## config.mk

```make
export PLATFORM = sky130hd
export DESIGN_NAME = flicker_blend
export DESIGN_NICKNAME = d
export VERILOG_FILES = /design/src/verilog/lynx_video_pkg.sv /design/src/verilog/flicker_blend.sv
export SDC_FILE = /design/constraint.sdc
export NUM_CORES = 1
export LEC_CHECK = 0
export BUFFER_PORTS_ARGS = -buffer_cell sky130_fd_sc_hd__buf_2
export CAP_MARGIN = 20
export CORE_UTILIZATION = 37
export CTS_BUF_LIST = sky130_fd_sc_hd__clkbuf_4
export CTS_CLUSTER_DIAMETER = 150
export DETAILED_ROUTE_END_ITERATION = 6
export PLACE_DENSITY = 0.56
export SYNTH_ARGS = -nofsm -noshare
export SYNTH_HDL_FRONTEND = slang
export SYNTH_SLANG_ARGS = --single-unit
```

## constraint.sdc

```tcl
create_clock -name clk_sys -period 1.1 [get_ports clk_sys]
set_clock_uncertainty 0.1 [all_clocks]
set_input_delay 0.11 -clock clk_sys [delete_from_list [all_inputs] [get_ports clk_sys]]
set_output_delay 0.11 -clock clk_sys [all_outputs]
set_load 0.01 [all_outputs]
```

## src/verilog/lynx_video_pkg.sv

```systemverilog
package lynx_video_pkg;

  ////////////////////////////////
  // panel and frame buffer
  ////////////////////////////////
  localparam int LCD_W     = 160;
  localparam int LCD_H     = 102;
  localparam int FB_DEPTH  = LCD_W * LCD_H;   // 16320 pixels
  localparam int LAST_ADDR = FB_DEPTH - 1;    // write here closes a frame

  typedef logic [13:0] pixel_addr_t;
  typedef logic [11:0] rgb444_t;              // red in [11:8]
  typedef logic [23:0] rgb888_t;
  typedef logic [1:0]  buf_idx_t;             // 0..2 only

  ////////////////////////////////
  // raster timing
  ////////////////////////////////
  localparam int H_TOTAL  = 445;  // pixel slots per line
  localparam int V_TOTAL  = 270;  // lines per frame
  localparam int HS_START = 350;
  localparam int HS_END   = 382;
  localparam int VS_START = 1;
  localparam int VS_END   = 4;
  localparam int LAND_Y0  = 120;  // first active line, landscape
  localparam int PORT_Y0  = 62;   // first active line, rotated
  localparam int HS_DELAY = 7;    // output hsync lag in pixels

  // screen orientation
  typedef enum logic [1:0] {
    ORIENT_LAND   = 2'd0,
    ORIENT_ROT    = 2'd1,
    ORIENT_ROT180 = 2'd2
  } orient_e;

  // flicker blending over frames
  typedef enum logic [1:0] {
    BLEND_OFF = 2'd0,
    BLEND_2F  = 2'd1,
    BLEND_3F  = 2'd2
  } blend_e;

  // fast-forward button latch
  typedef enum logic [1:0] {
    FF_OFF          = 2'd0,
    FF_HOLD_OFF     = 2'd1,
    FF_LATCHED      = 2'd2,
    FF_HOLD_LATCHED = 2'd3
  } ff_state_e;

endpackage

```

## src/verilog/flicker_blend.sv

```systemverilog
`timescale 1ns/1ns

module flicker_blend (
  input  logic                      clk_sys,
  input  logic                      arst_n,
  input  logic                      pix_ce,
  input  lynx_video_pkg::blend_e    blend_sel,
  input  lynx_video_pkg::rgb444_t   rgb0,
  input  lynx_video_pkg::rgb444_t   rgb1,
  input  lynx_video_pkg::rgb444_t   rgb2,
  input  lynx_video_pkg::buf_idx_t  rd_idx,
  input  lynx_video_pkg::buf_idx_t  last_idx,
  output lynx_video_pkg::rgb888_t   blend_rgb
);

  lynx_video_pkg::rgb444_t rgb_now;
  lynx_video_pkg::rgb444_t rgb_last;
  lynx_video_pkg::rgb888_t mixed;

  // one 4-bit channel to 8 bits
  function automatic logic [7:0] mix_chan(input lynx_video_pkg::blend_e mode,
                                          input logic [3:0] now_n,
                                          input logic [3:0] last_n,
                                          input logic [3:0] c0,
                                          input logic [3:0] c1,
                                          input logic [3:0] c2);
    logic [4:0]  sum2;
    logic [5:0]  sum3;
    logic [23:0] prod;
    sum2 = 5'(now_n) + 5'(last_n);
    sum3 = 6'(c0) + 6'(c1) + 6'(c2);
    prod = 24'({sum3, sum3[5:4]}) * 24'd21845;  // times 4/3, scaled by 2^14
    case (mode)
      lynx_video_pkg::BLEND_OFF: mix_chan = {now_n, now_n};
      lynx_video_pkg::BLEND_2F:  mix_chan = {sum2, sum2[4:2]};
      default:                   mix_chan = prod[21:14];
    endcase
  endfunction

  assign rgb_now  = (rd_idx == 2'd0) ? rgb0 : (rd_idx == 2'd1) ? rgb1 : rgb2;
  assign rgb_last = (last_idx == 2'd0) ? rgb0 : (last_idx == 2'd1) ? rgb1 : rgb2;

  always_comb begin
    for (int ch = 0; ch < 3; ch++) begin
      mixed[ch*8 +: 8] = mix_chan(blend_sel, rgb_now[ch*4 +: 4], rgb_last[ch*4 +: 4],
                                  rgb0[ch*4 +: 4], rgb1[ch*4 +: 4], rgb2[ch*4 +: 4]);
    end
  end

  always_ff @(posedge clk_sys or negedge arst_n) begin
    if (!arst_n) blend_rgb <= '0;
    else if (pix_ce) blend_rgb <= mixed;  // one pixel behind the beam
  end

endmodule

```

==> results.cfg, run 1 <==
[sta]
finalHoldViolCount = 0
layout_min_cycle_time_ns = 4.827
rsz0062_at_grt = yes
relSlewSlack = 0.6138
setup_ws_ns = -3.727
slew_violations = 0
fin_tns_setup_ns = -84.47
finalSetupViolations = 41
worstMarginPinSlew_ns = 0.5793
max_freq_mhz = 207.2
finalCritPeriodShare = 4.389

[yosys]
synth_simple_gate_area_frac = 0.1248
synth_top_family_by_area = adder cells
yosysUniqueCellTypes = 65
ys_async_sr_fraction = 1.000
synthXorXnorAreaFrac = 0.06018
synth_compound_area_frac = 0.2059
synth_common_cells = 123 x ha_1, 61 x inv_1, 59 x nand2_1
synth.avg_cell_area_sq_um = 8.724
synthMuxAreaShare = 0.05934
yosysSeqAreaShare = 0.1007
synth_nets = 894
synth-edff-count = 0
syn_area_sq_um = 5967
synth_top_area_frac = 0.2579
dominantRegCellSynth = dfrtp_1
synth_fa_ha_area_frac = 0.3988
synthTopCellsByArea = ha_1 26%, fa_1 14%, dfrtp_1 10%
yosysWarnings = 0
synth_top_area_cell = ha_1
synth_most_common_cell = ha_1
ys_seq_elements = 24
syn_inst = 684

[worst_setup_path]
r2r_start = blend_rgb[7]$_DFFE_PN0P_
rr_endpoint = blend_rgb[7]$_DFFE_PN0P_
r2r_cells = 4
criticalPathCategory = primary input to flop
worstPathRequired_ns = 1.24
endpoint_kind = flop
start_kind = primary input
r2r_slack_ns = 0.04
crit_path_max_fanout = 3
cp_data_arrival_time_ns = 4.97
worstSetupStartpoint = rgb0[1]

[clock_network]
htreeDepth = 1
clock_tree.root_cell = clkbuf_4
clock_latency_ns = 0.33
cts_buffers = 3
numClockSinks = 24
clk_pin_slew_ns = 0.15
cts_buffer_depth = 2
tritoncts = yes

[drt]
first_iter_violations = 225
totalWireLength_um = 19100
drc_errors = 0
wire_per_inst_um = 15.77
drt_first_pass_iters = 6
postRouteAntennaNets = 0
vias = 6222
via_per_inst = 5.138

[global_routing]
first_global_vias = 6466
grt_overflow = 0
grt_max_degree = 25
antenna_found_initial = 0
grt_pass1_wl_um = 30510
grt_util_all_layers = 0.2297

[floorplan]
ios = 69
initial_core_util = 0.3770
die_width_um = 129.0
rows = 46
die_h_um = 129.0
core-area_sq_um = 15830
die_area_sq_um = 16640

[cells_and_area]
largest_reg_flops = 24
fin_nets = 1206
drive_above_1_share = 0.4573
reg_top3 = blend_rgb: 24 flops
diodes = 0
areaGrowthSynthToFinish_pct = 57.18
largest_register = blend_rgb

[status]
violations = setup timing
status = finished, violations left

[placement]
io_buffers = 68
dp_hpwl_um = 15930
gp_congestion = 0.8766

[job]
cap_violations = 0

[hold_path]
hp-start = pix_ce
holdPathEnd = blend_rgb[22]$_DFFE_PN0P_
hold_class = primary input to flop
min_path_cells = 3
## cell families (layout without fill, tap and decap cells)
| logic type | after synthesis | count (layout) |
|---|---|---|
| XOR/XNOR | 41 | 41 |
| AO/OA/AOI/OAI | 187 | 187 |
| AND/OR/NAND/NOR | 156 | 156 |
| buffers and inverters | 76 | 387 |
| multiplexers | 35 | 35 |
| flip-flops | 24 | 24 |
| adder cells (fa/ha/maj) | 165 | 165 |
## worst max path at each step
stage	end	slack, ns
2_1_floorplan	blend_rgb[7]$_DFFE_PN0P_	-3.68
3_3_place_gp	blend_rgb[23]$_DFFE_PN0P_	-3.97
3_5_place_dp	blend_rgb[21]$_DFFE_PN0P_	-4.06
4_1_cts	blend_rgb[7]$_DFFE_PN0P_	-3.60
5_1_grt	blend_rgb[7]$_DFFE_PN0P_	-3.89
6_report	blend_rgb[7]$_DFFE_PN0P_	-3.73
## metal layers
metal	GRT usage	routed length, um
met1	0.2990	8598
met2	0.4235	9708
met3	0.02204	637
met4	0.02076	154
met5	0	0
## cells in the final DEF, fill, tap and decap left out, types with 13 or more instances in the layout
cell type	netlist	routed
xor2_1	21	14
buf_4	1	242
nor2_1	35	35
a21oi_1	45	30
buf_2	1	56
nand3_1	15	13
mux2i_1	32	32
xnor2_1	20	19
ha_4	0	19
ha_1	123	95
a21o_1	18	18
fa_1	42	34
nand2_1	59	57
dfrtp_1	24	24
o21ai_0	53	49
buf_6	0	16
a21oi_2	3	16
inv_1	61	50
## critical path, cell delays in order
cell and delay (ns):
buf_6 0.10, fa_1 0.54, ha_2 0.20, fa_2 0.46, ha_4 0.29, inv_2 0.03, fa_1 0.57, fa_1 0.45
buf_4 0.16, xnor2_1 0.11, ha_1 0.18, a21o_1 0.18, ha_4 0.24, a21oi_4 0.16, o221ai_4 0.16, o41ai_4 0.40
o31ai_2 0.13, xor2_1 0.17, a221oi_2 0.28, nor2_2 0.04
## cell type report
class	instances	area (sq um)
fillers	1394	6449
flip-flops and latches	24	600.6
multi-input cells	584	5811
well taps	216	270.3
clock buffers	3	22.52
clock inverters	1	30.03
inverters	61	232.7
repair buffers	322	2412
## through the flow
stage / setup slack, ns / utilization / hold WS (ns) / instance area [sq um] / cells
after CTS: -3.600 / 0.5652 / 0.03455 / 8946 / 1193
after global routing: -3.887 / 0.5926 / 0.01876 / 9379 / 1211
after floorplan: -3.682 / - / -0.2856 / 6238 / 684
after global placement: -3.971 / 0.5370 / 0.02562 / 8499 / 1174
final: -3.727 / 0.5926 / 0.03026 / 9379 / 1211
after detailed placement: -4.063 / 0.5370 / 0.03234 / 8499 / 1174
## repair_timing
item | CTS | global route
endpoints found under the setup margin | 42 | 48
pin swaps | 42 | 40
gates cloned | 0 | 0
resized for setup | 51 | 51
hold buffers | 2 | 0
setup buffers | 14 | 19
hold endpoints to repair | 25 | 0
Power of run 1 is left out: the tool's default activity adds up to more than one toggle a clock period on the data nets, which glitch-free logic cannot reach.
==> inputs of run 2 (changes only) <==
--- a/config.mk
+++ b/config.mk
@@ -5,6 +5,7 @@
 export SDC_FILE = /design/constraint.sdc
 export NUM_CORES = 1
 export LEC_CHECK = 0
+export ABC_AREA = 1
 export BUFFER_PORTS_ARGS = -buffer_cell sky130_fd_sc_hd__buf_2
 export CAP_MARGIN = 20
 export CORE_UTILIZATION = 37
==> run 2 against run 1 <==
The flow still finishes with violations (setup timing); final cell count is 13% higher; via count grew 4.9%; hold slack improved by 0.037 ns; final area grew 1.3%; synthesized cell count is 22% higher; flip-flop and latch count stayed put; core utilization increased by 0.33 points; area after synthesis grew 1.6%; die area grew 1.6%; wire length down 3.4%; critical path type unchanged; first-iteration DRC count up 20%; global-route usage down 0.98 points; highest routed layer unchanged.
==> results.cfg, run 2 <==
[yosys]
syn_inst = 835
syn_area_sq_um = 6065
synth_top_area_cell = ha_1
ys_seq_elements = 24
synth-edff-count = 0
synth.avg_cell_area_sq_um = 7.263
synth_nets = 1045
dominantRegCellSynth = dfrtp_1
yosysSeqAreaShare = 0.09903
synth_most_common_cell = nand2_1
synthTopCellsByArea = ha_1 25%, fa_1 14%, dfrtp_1 9.9%
synth_common_cells = 137 x nand2_1, 123 x ha_1, 113 x inv_1
ys_async_sr_fraction = 1.000
yosysWarnings = 0
synth_top_area_frac = 0.2538
yosysUniqueCellTypes = 45

[hold_path]
min_path_cells = 4
hp-start = pix_ce
holdPathEnd = blend_rgb[6]$_DFFE_PN0P_
hold_class = primary input to flop

[floorplan]
die_area_sq_um = 16910
core-area_sq_um = 15940
die_width_um = 130.0
ios = 69
rows = 46
die_h_um = 130.0
initial_core_util = 0.3804

[drt]
totalWireLength_um = 18450
via_per_inst = 4.760
wire_per_inst_um = 13.45
first_iter_violations = 270
vias = 6526
drc_errors = 0
postRouteAntennaNets = 0
drt_first_pass_iters = 6

[worst_setup_path]
worstPathRequired_ns = 1.25
rr_endpoint = blend_rgb[11]$_DFFE_PN0P_
start_kind = primary input
r2r_start = blend_rgb[11]$_DFFE_PN0P_
critical_path.cell_chain = buf_6 -> fa_1 -> ha_2 -> fa_2 -> ha_4 -> inv_2 -> fa_1 -> fa_1 -> inv_2 -> fa_1 -> ha_4 -> inv_6 -> nor2_4 -> nor3_4 -> nand2_1 -> nand2_1 -> nand2_1 -> or2_4 -> nand3_2 -> a21oi_2
r2r_cells = 4
critical-path-max-stage-delay_ns = 0.58
cp_data_arrival_time_ns = 4.53
endpoint_kind = flop
crit_slowest_cell = fa_1
critical-path-top-cell-by-count = fa_1
r2r_slack_ns = 0.10
criticalPathCategory = primary input to flop
crit_path_max_fanout = 3

[cells_and_area]
largest_reg_flops = 24
largest_register = blend_rgb
layout_commonest_cell = buf_4
reg_top3 = blend_rgb: 24 flops
stdcell_count = 1371
final_cell_mix = 248 x buf_4, 114 x nand2_1, 101 x nor2_1, 100 x inv_1, 96 x ha_1
drive_above_1_share = 0.4341
areaGrowthSynthToFinish_pct = 56.65
fin_nets = 1365

[sta]
setup_ws_ns = -3.284
finalCritPeriodShare = 3.986
layout_min_cycle_time_ns = 4.384
finalSetupViolations = 43
rsz0062_at_grt = yes
max_freq_mhz = 228.1
relSlewSlack = 0.7503
worstMarginPinSlew_ns = 0.3746
slew_violations = 0
finalHoldViolCount = 0

[placement]
dp.cells = 1333
io_buffers = 68
dp_hpwl_um = 15590
gp_congestion = 0.8631

[global_routing]
first_global_vias = 6281
grt_max_degree = 25
grt_overflow = 0
grt_pass1_wl_um = 29350
grt_util_all_layers = 0.2199
antenna_found_initial = 1

[job]
cap_violations = 0

[clock_network]
cts_buffer_depth = 2
numClockSinks = 24
cts_buffers = 3
clk_pin_slew_ns = 0.17
tritoncts = yes
clock_tree.root_cell = clkbuf_4
clock_latency_ns = 0.34
htreeDepth = 1

[status]
status = finished, violations left
violations = setup timing
==> run 2: cell types whose count changed after synthesis, moves of 29 or more <==
cell,delta
nand3_1,+31
a21oi_1,+34
o21ai_0,-29
nor2_1,+76
mux2i_1,-32
nand2_1,+78
inv_1,+52
==> run 2: worst max-delay path by stage <==
stage,start,to,depth (start not counted)
2_1_floorplan,rgb0[5],blend_rgb[11]$_DFFE_PN0P_,19
3_3_place_gp,rgb2[9],blend_rgb[23]$_DFFE_PN0P_,21
3_5_place_dp,rgb0[10],blend_rgb[23]$_DFFE_PN0P_,20
4_1_cts,rgb2[9],blend_rgb[23]$_DFFE_PN0P_,22
5_1_grt,rgb0[5],blend_rgb[13]$_DFFE_PN0P_,22
6_report,rgb0[5],blend_rgb[11]$_DFFE_PN0P_,20
==> run 2: worst max-delay path: cells and delay by family <==
family / cells / cell delay (ns)
AOI/OAI and AO/OA: 1 / 0.05
and+or+nand+nor: 7 / 0.75
adders and majority gates: 8 / 3.36
buffers and inverters: 4 / 0.27
==> run 2: through the flow <==
stage / hold slack, ns / setup TNS, ns / instance area (sq um) / setup slack [ns] / utilization
after floorplan: -0.2856 / -77.18 / 6334 / -3.383 / -
after global placement: 0.01023 / -85.74 / 8589 / -3.715 / 0.5388
after detailed placement: 0.02108 / -86.41 / 8589 / -3.700 / 0.5388
after CTS: 0.07530 / -75.53 / 9051 / -3.236 / 0.5677
after global routing: 0.1011 / -81.33 / 9500 / -3.482 / 0.5959
final: 0.06698 / -76.88 / 9500 / -3.284 / 0.5959
==> run 2: cells by family (layout without fill, tap and decap cells) <==
family                     count (synthesis)  count (layout)  share of synthesized area
and+or+nand+nor                          338             338                     0.2408
adders and majority gates                165             165                     0.3924
AOI/OAI and AO/OA                        154             154                     0.1498
buffers and inverters                    131             450                    0.08480
DFF                                       24              24                    0.09903
xor gates and xnor gates                  23              23                    0.03322
other                                      0               1                          0
==> run 2: cell type report <==
cell class / instances / area (sq um)
Antenna cell: 1 / 2.502
Clock buffer: 3 / 22.52
Clock inverter: 1 / 30.03
Fill cell: 1486 / 6442
Inverter: 118 / 455.4
Multi-Input combinational cell: 680 / 5727
Sequential cell: 24 / 600.6
Tap cell: 216 / 270.3
Timing Repair Buffer: 328 / 2392
==> run 2: timing repair <==
item                       4_1_cts  5_1_grt
hold buffers                     1        0
buffers inserted                15       17
resized for setup               71       76
pin swaps                       51       56
setup endpoints to repair       47       48
hold endpoints to repair        24        0
==> run 2: layer usage <==
| layer | up-vias | routed length (um) | global-route usage |
|---|---|---|---|
| met5 | - | 0 | 0 |
| met4 | 0 | 213 | 0.04104 |
| met3 | 15 | 642 | 0.01886 |
| met2 | 98 | 8413 | 0.3573 |
| met1 | 2977 | 9176 | 0.3183 |
| li1 | 3436 | - | - |
Power of run 2 is left out for the same reason.
==> inputs of run 3 (changes only) <==
--- a/config.mk
+++ b/config.mk
@@ -8,11 +8,12 @@
 export ABC_AREA = 1
 export BUFFER_PORTS_ARGS = -buffer_cell sky130_fd_sc_hd__buf_2
 export CAP_MARGIN = 20
-export CORE_UTILIZATION = 37
+export CORE_UTILIZATION = 62
 export CTS_BUF_LIST = sky130_fd_sc_hd__clkbuf_4
 export CTS_CLUSTER_DIAMETER = 150
 export DETAILED_ROUTE_END_ITERATION = 6
-export PLACE_DENSITY = 0.56
+export GPL_TIMING_DRIVEN = 0
+export PLACE_DENSITY = 0.85
 export SYNTH_ARGS = -nofsm -noshare
 export SYNTH_HDL_FRONTEND = slang
 export SYNTH_SLANG_ARGS = --single-unit
==> run 3 against run 2 <==
Critical endpoint is now blend_rgb[14]$_DFFE_PN0P_; non-clock buffer count down 192; the flow still finishes with violations (setup timing); core utilization up 26 points; global-route usage up 15 points; critical path depth up 3; setup slack worse by 0.34 ns; flip-flop and latch count unchanged; via count up 4.6%; fmax down 7.2%.
==> results.cfg, run 3 (same netlist as run 2, synthesis figures left out) <==
[floorplan]
die_width_um = 100.9
die_h_um = 100.9
rows = 35
core-area_sq_um = 9371
die_area_sq_um = 10180
initial_core_util = 0.6471
ios = 69

[cells_and_area]
regArea_sq_um = 600.6
multi_input_area_sq_um = 5876
areaGrowthSynthToFinish_pct = 32.70
drive_above_1_share = 0.3462
largest_register = blend_rgb
largest_reg_flops = 24
reg_top3 = blend_rgb: 24 flops
stdcell_area_sq_um = 8048
fin_nets = 1173
final_cell_mix = 104 x nand2_1, 99 x inv_1, 98 x nor2_1, 90 x ha_1, 59 x buf_2
fillCellCount = 544
layout_commonest_cell = nand2_1

[worst_setup_path]
cp_num_buf_inv = 3
criticalPathCategory = primary input to flop
worstPathRequired_ns = 1.27
endpoint_kind = flop
crit_path_max_fanout = 5
critical_path.cell_chain = buf_8 -> fa_1 -> ha_2 -> fa_2 -> ha_4 -> inv_2 -> fa_1 -> fa_2 -> xnor2_1 -> ha_2 -> a21o_1 -> ha_4 -> a21oi_2 -> inv_1 -> nand2_1 -> nand2_2 -> a21boi_2 -> nor2_1 -> nor2_1 -> nand2_1 -> nand2_1 -> nand3_1 -> a21oi_1
r2r_slack_ns = 0.15
critPathTopFamily = adder cells
start_kind = primary input
crit_slowest_cell = fa_1
cp_data_arrival_time_ns = 4.89
critical-path-max-stage-delay_ns = 0.57
critical-path-top-cell-by-count = nand2_1

[drt]
vias = 6824
drc_errors = 0
drt_first_pass_iters = 5
via_per_inst = 6.249
postRouteAntennaNets = 0
wire_per_inst_um = 19.04
first_iter_violations = 509
totalWireLength_um = 20790

[placement]
post-place-ws_ns = -3.959
gp_congestion = 0.9319
dp_hpwl_um = 14030
placed_area_sq_um = 6820
io_buffers = 65

[global_routing]
grt_util_all_layers = 0.3716
grt_max_degree = 25
grt_overflow = 0
antenna_found_initial = 0
grt_pass1_wl_um = 29480
first_global_vias = 6398

[clock_network]
numClockSinks = 24
cts_buffers = 3
clk_pin_slew_ns = 0.14
cts_buffer_depth = 2
clock_latency_ns = 0.33
tritoncts = yes
htreeDepth = 1
clock_tree.root_cell = clkbuf_4

[sta]
setup_ws_ns = -3.626
worstMarginPinSlew_ns = 0.6119
finalSetupViolations = 37
rsz0062_at_grt = yes
relSlewSlack = 0.5906
finalCritPeriodShare = 4.297
slew_violations = 0
max_freq_mhz = 211.6
layout_min_cycle_time_ns = 4.726
fin_tns_setup_ns = -79.08
finalHoldViolCount = 0

[job]
cap_violations = 0

[hold_path]
hold_class = primary input to flop

[status]
status = finished, violations left
violations = setup timing
run 3: changes by cell type in the layout (fill, tap and decap cells not counted), moves of 6 or more:
cell,delta
buf_4,-193
nand2_1,-10
nand2_2,+9
nand3_2,+8
nand3_1,-7
ha_1,-6
run 3: final cells by class:
class	instances	share of cell area
multi-input combinational	680	0.7301
timing repair buffer	123	0.1065
sequential	24	0.07463
inverter	118	0.05628
tap	129	0.02006
buffer	13	0.008862
clock buffer	3	0.002799
clock inverter	1	0.0004664
antenna	1	0.0003109
run 3: worst min-delay path: stages:
cell and delay [ns]:
buf_2 0.19, nand3_2 0.12, a21oi_2 0.04
run 3: what timing repair did:
item | in CTS | in global routing
pin swaps | 62 | 60
buffers inserted | 31 | 26
endpoints found under the setup margin | 25 | 48
hold endpoints to repair | 24 | 0
hold buffers | 1 | 0
gates resized for setup | 93 | 94
run 3: final timing paths:
check                                          start                         to  cells after the start
max                                          rgb0[5]  blend_rgb[14]$_DFFE_PN0P_                     23
min                                     blend_sel[1]  blend_rgb[23]$_DFFE_PN0P_                      3
max reg2reg                 blend_rgb[1]$_DFFE_PN0P_   blend_rgb[1]$_DFFE_PN0P_                      3
min reg2reg                blend_rgb[20]$_DFFE_PN0P_  blend_rgb[20]$_DFFE_PN0P_                      2
max in group asynchronous                     arst_n   blend_rgb[5]$_DFFE_PN0P_                      2
min in group asynchronous                     arst_n   blend_rgb[1]$_DFFE_PN0P_                      2
run 3: layer usage:
layer,vias to the layer above,GRT usage,share of wire
li1,3060,-,-
met5,-,0,0
met3,126,0.05409,0.095
met2,444,0.6486,0.48
met1,3194,0.4592,0.37
met4,0,0.1538,0.055
run 3: metrics by stage:
stage                       util  hold slack (ns)  instances
after floorplan                -          -0.2856        835
after global placement    0.7278         0.009672       1029
after detailed placement  0.7278          0.01548       1029
after CTS                 0.7981          0.04990       1065
after global routing      0.8585          0.04632       1091
final                     0.8587          0.05944       1092
Power of run 3 is left out for the same reason.
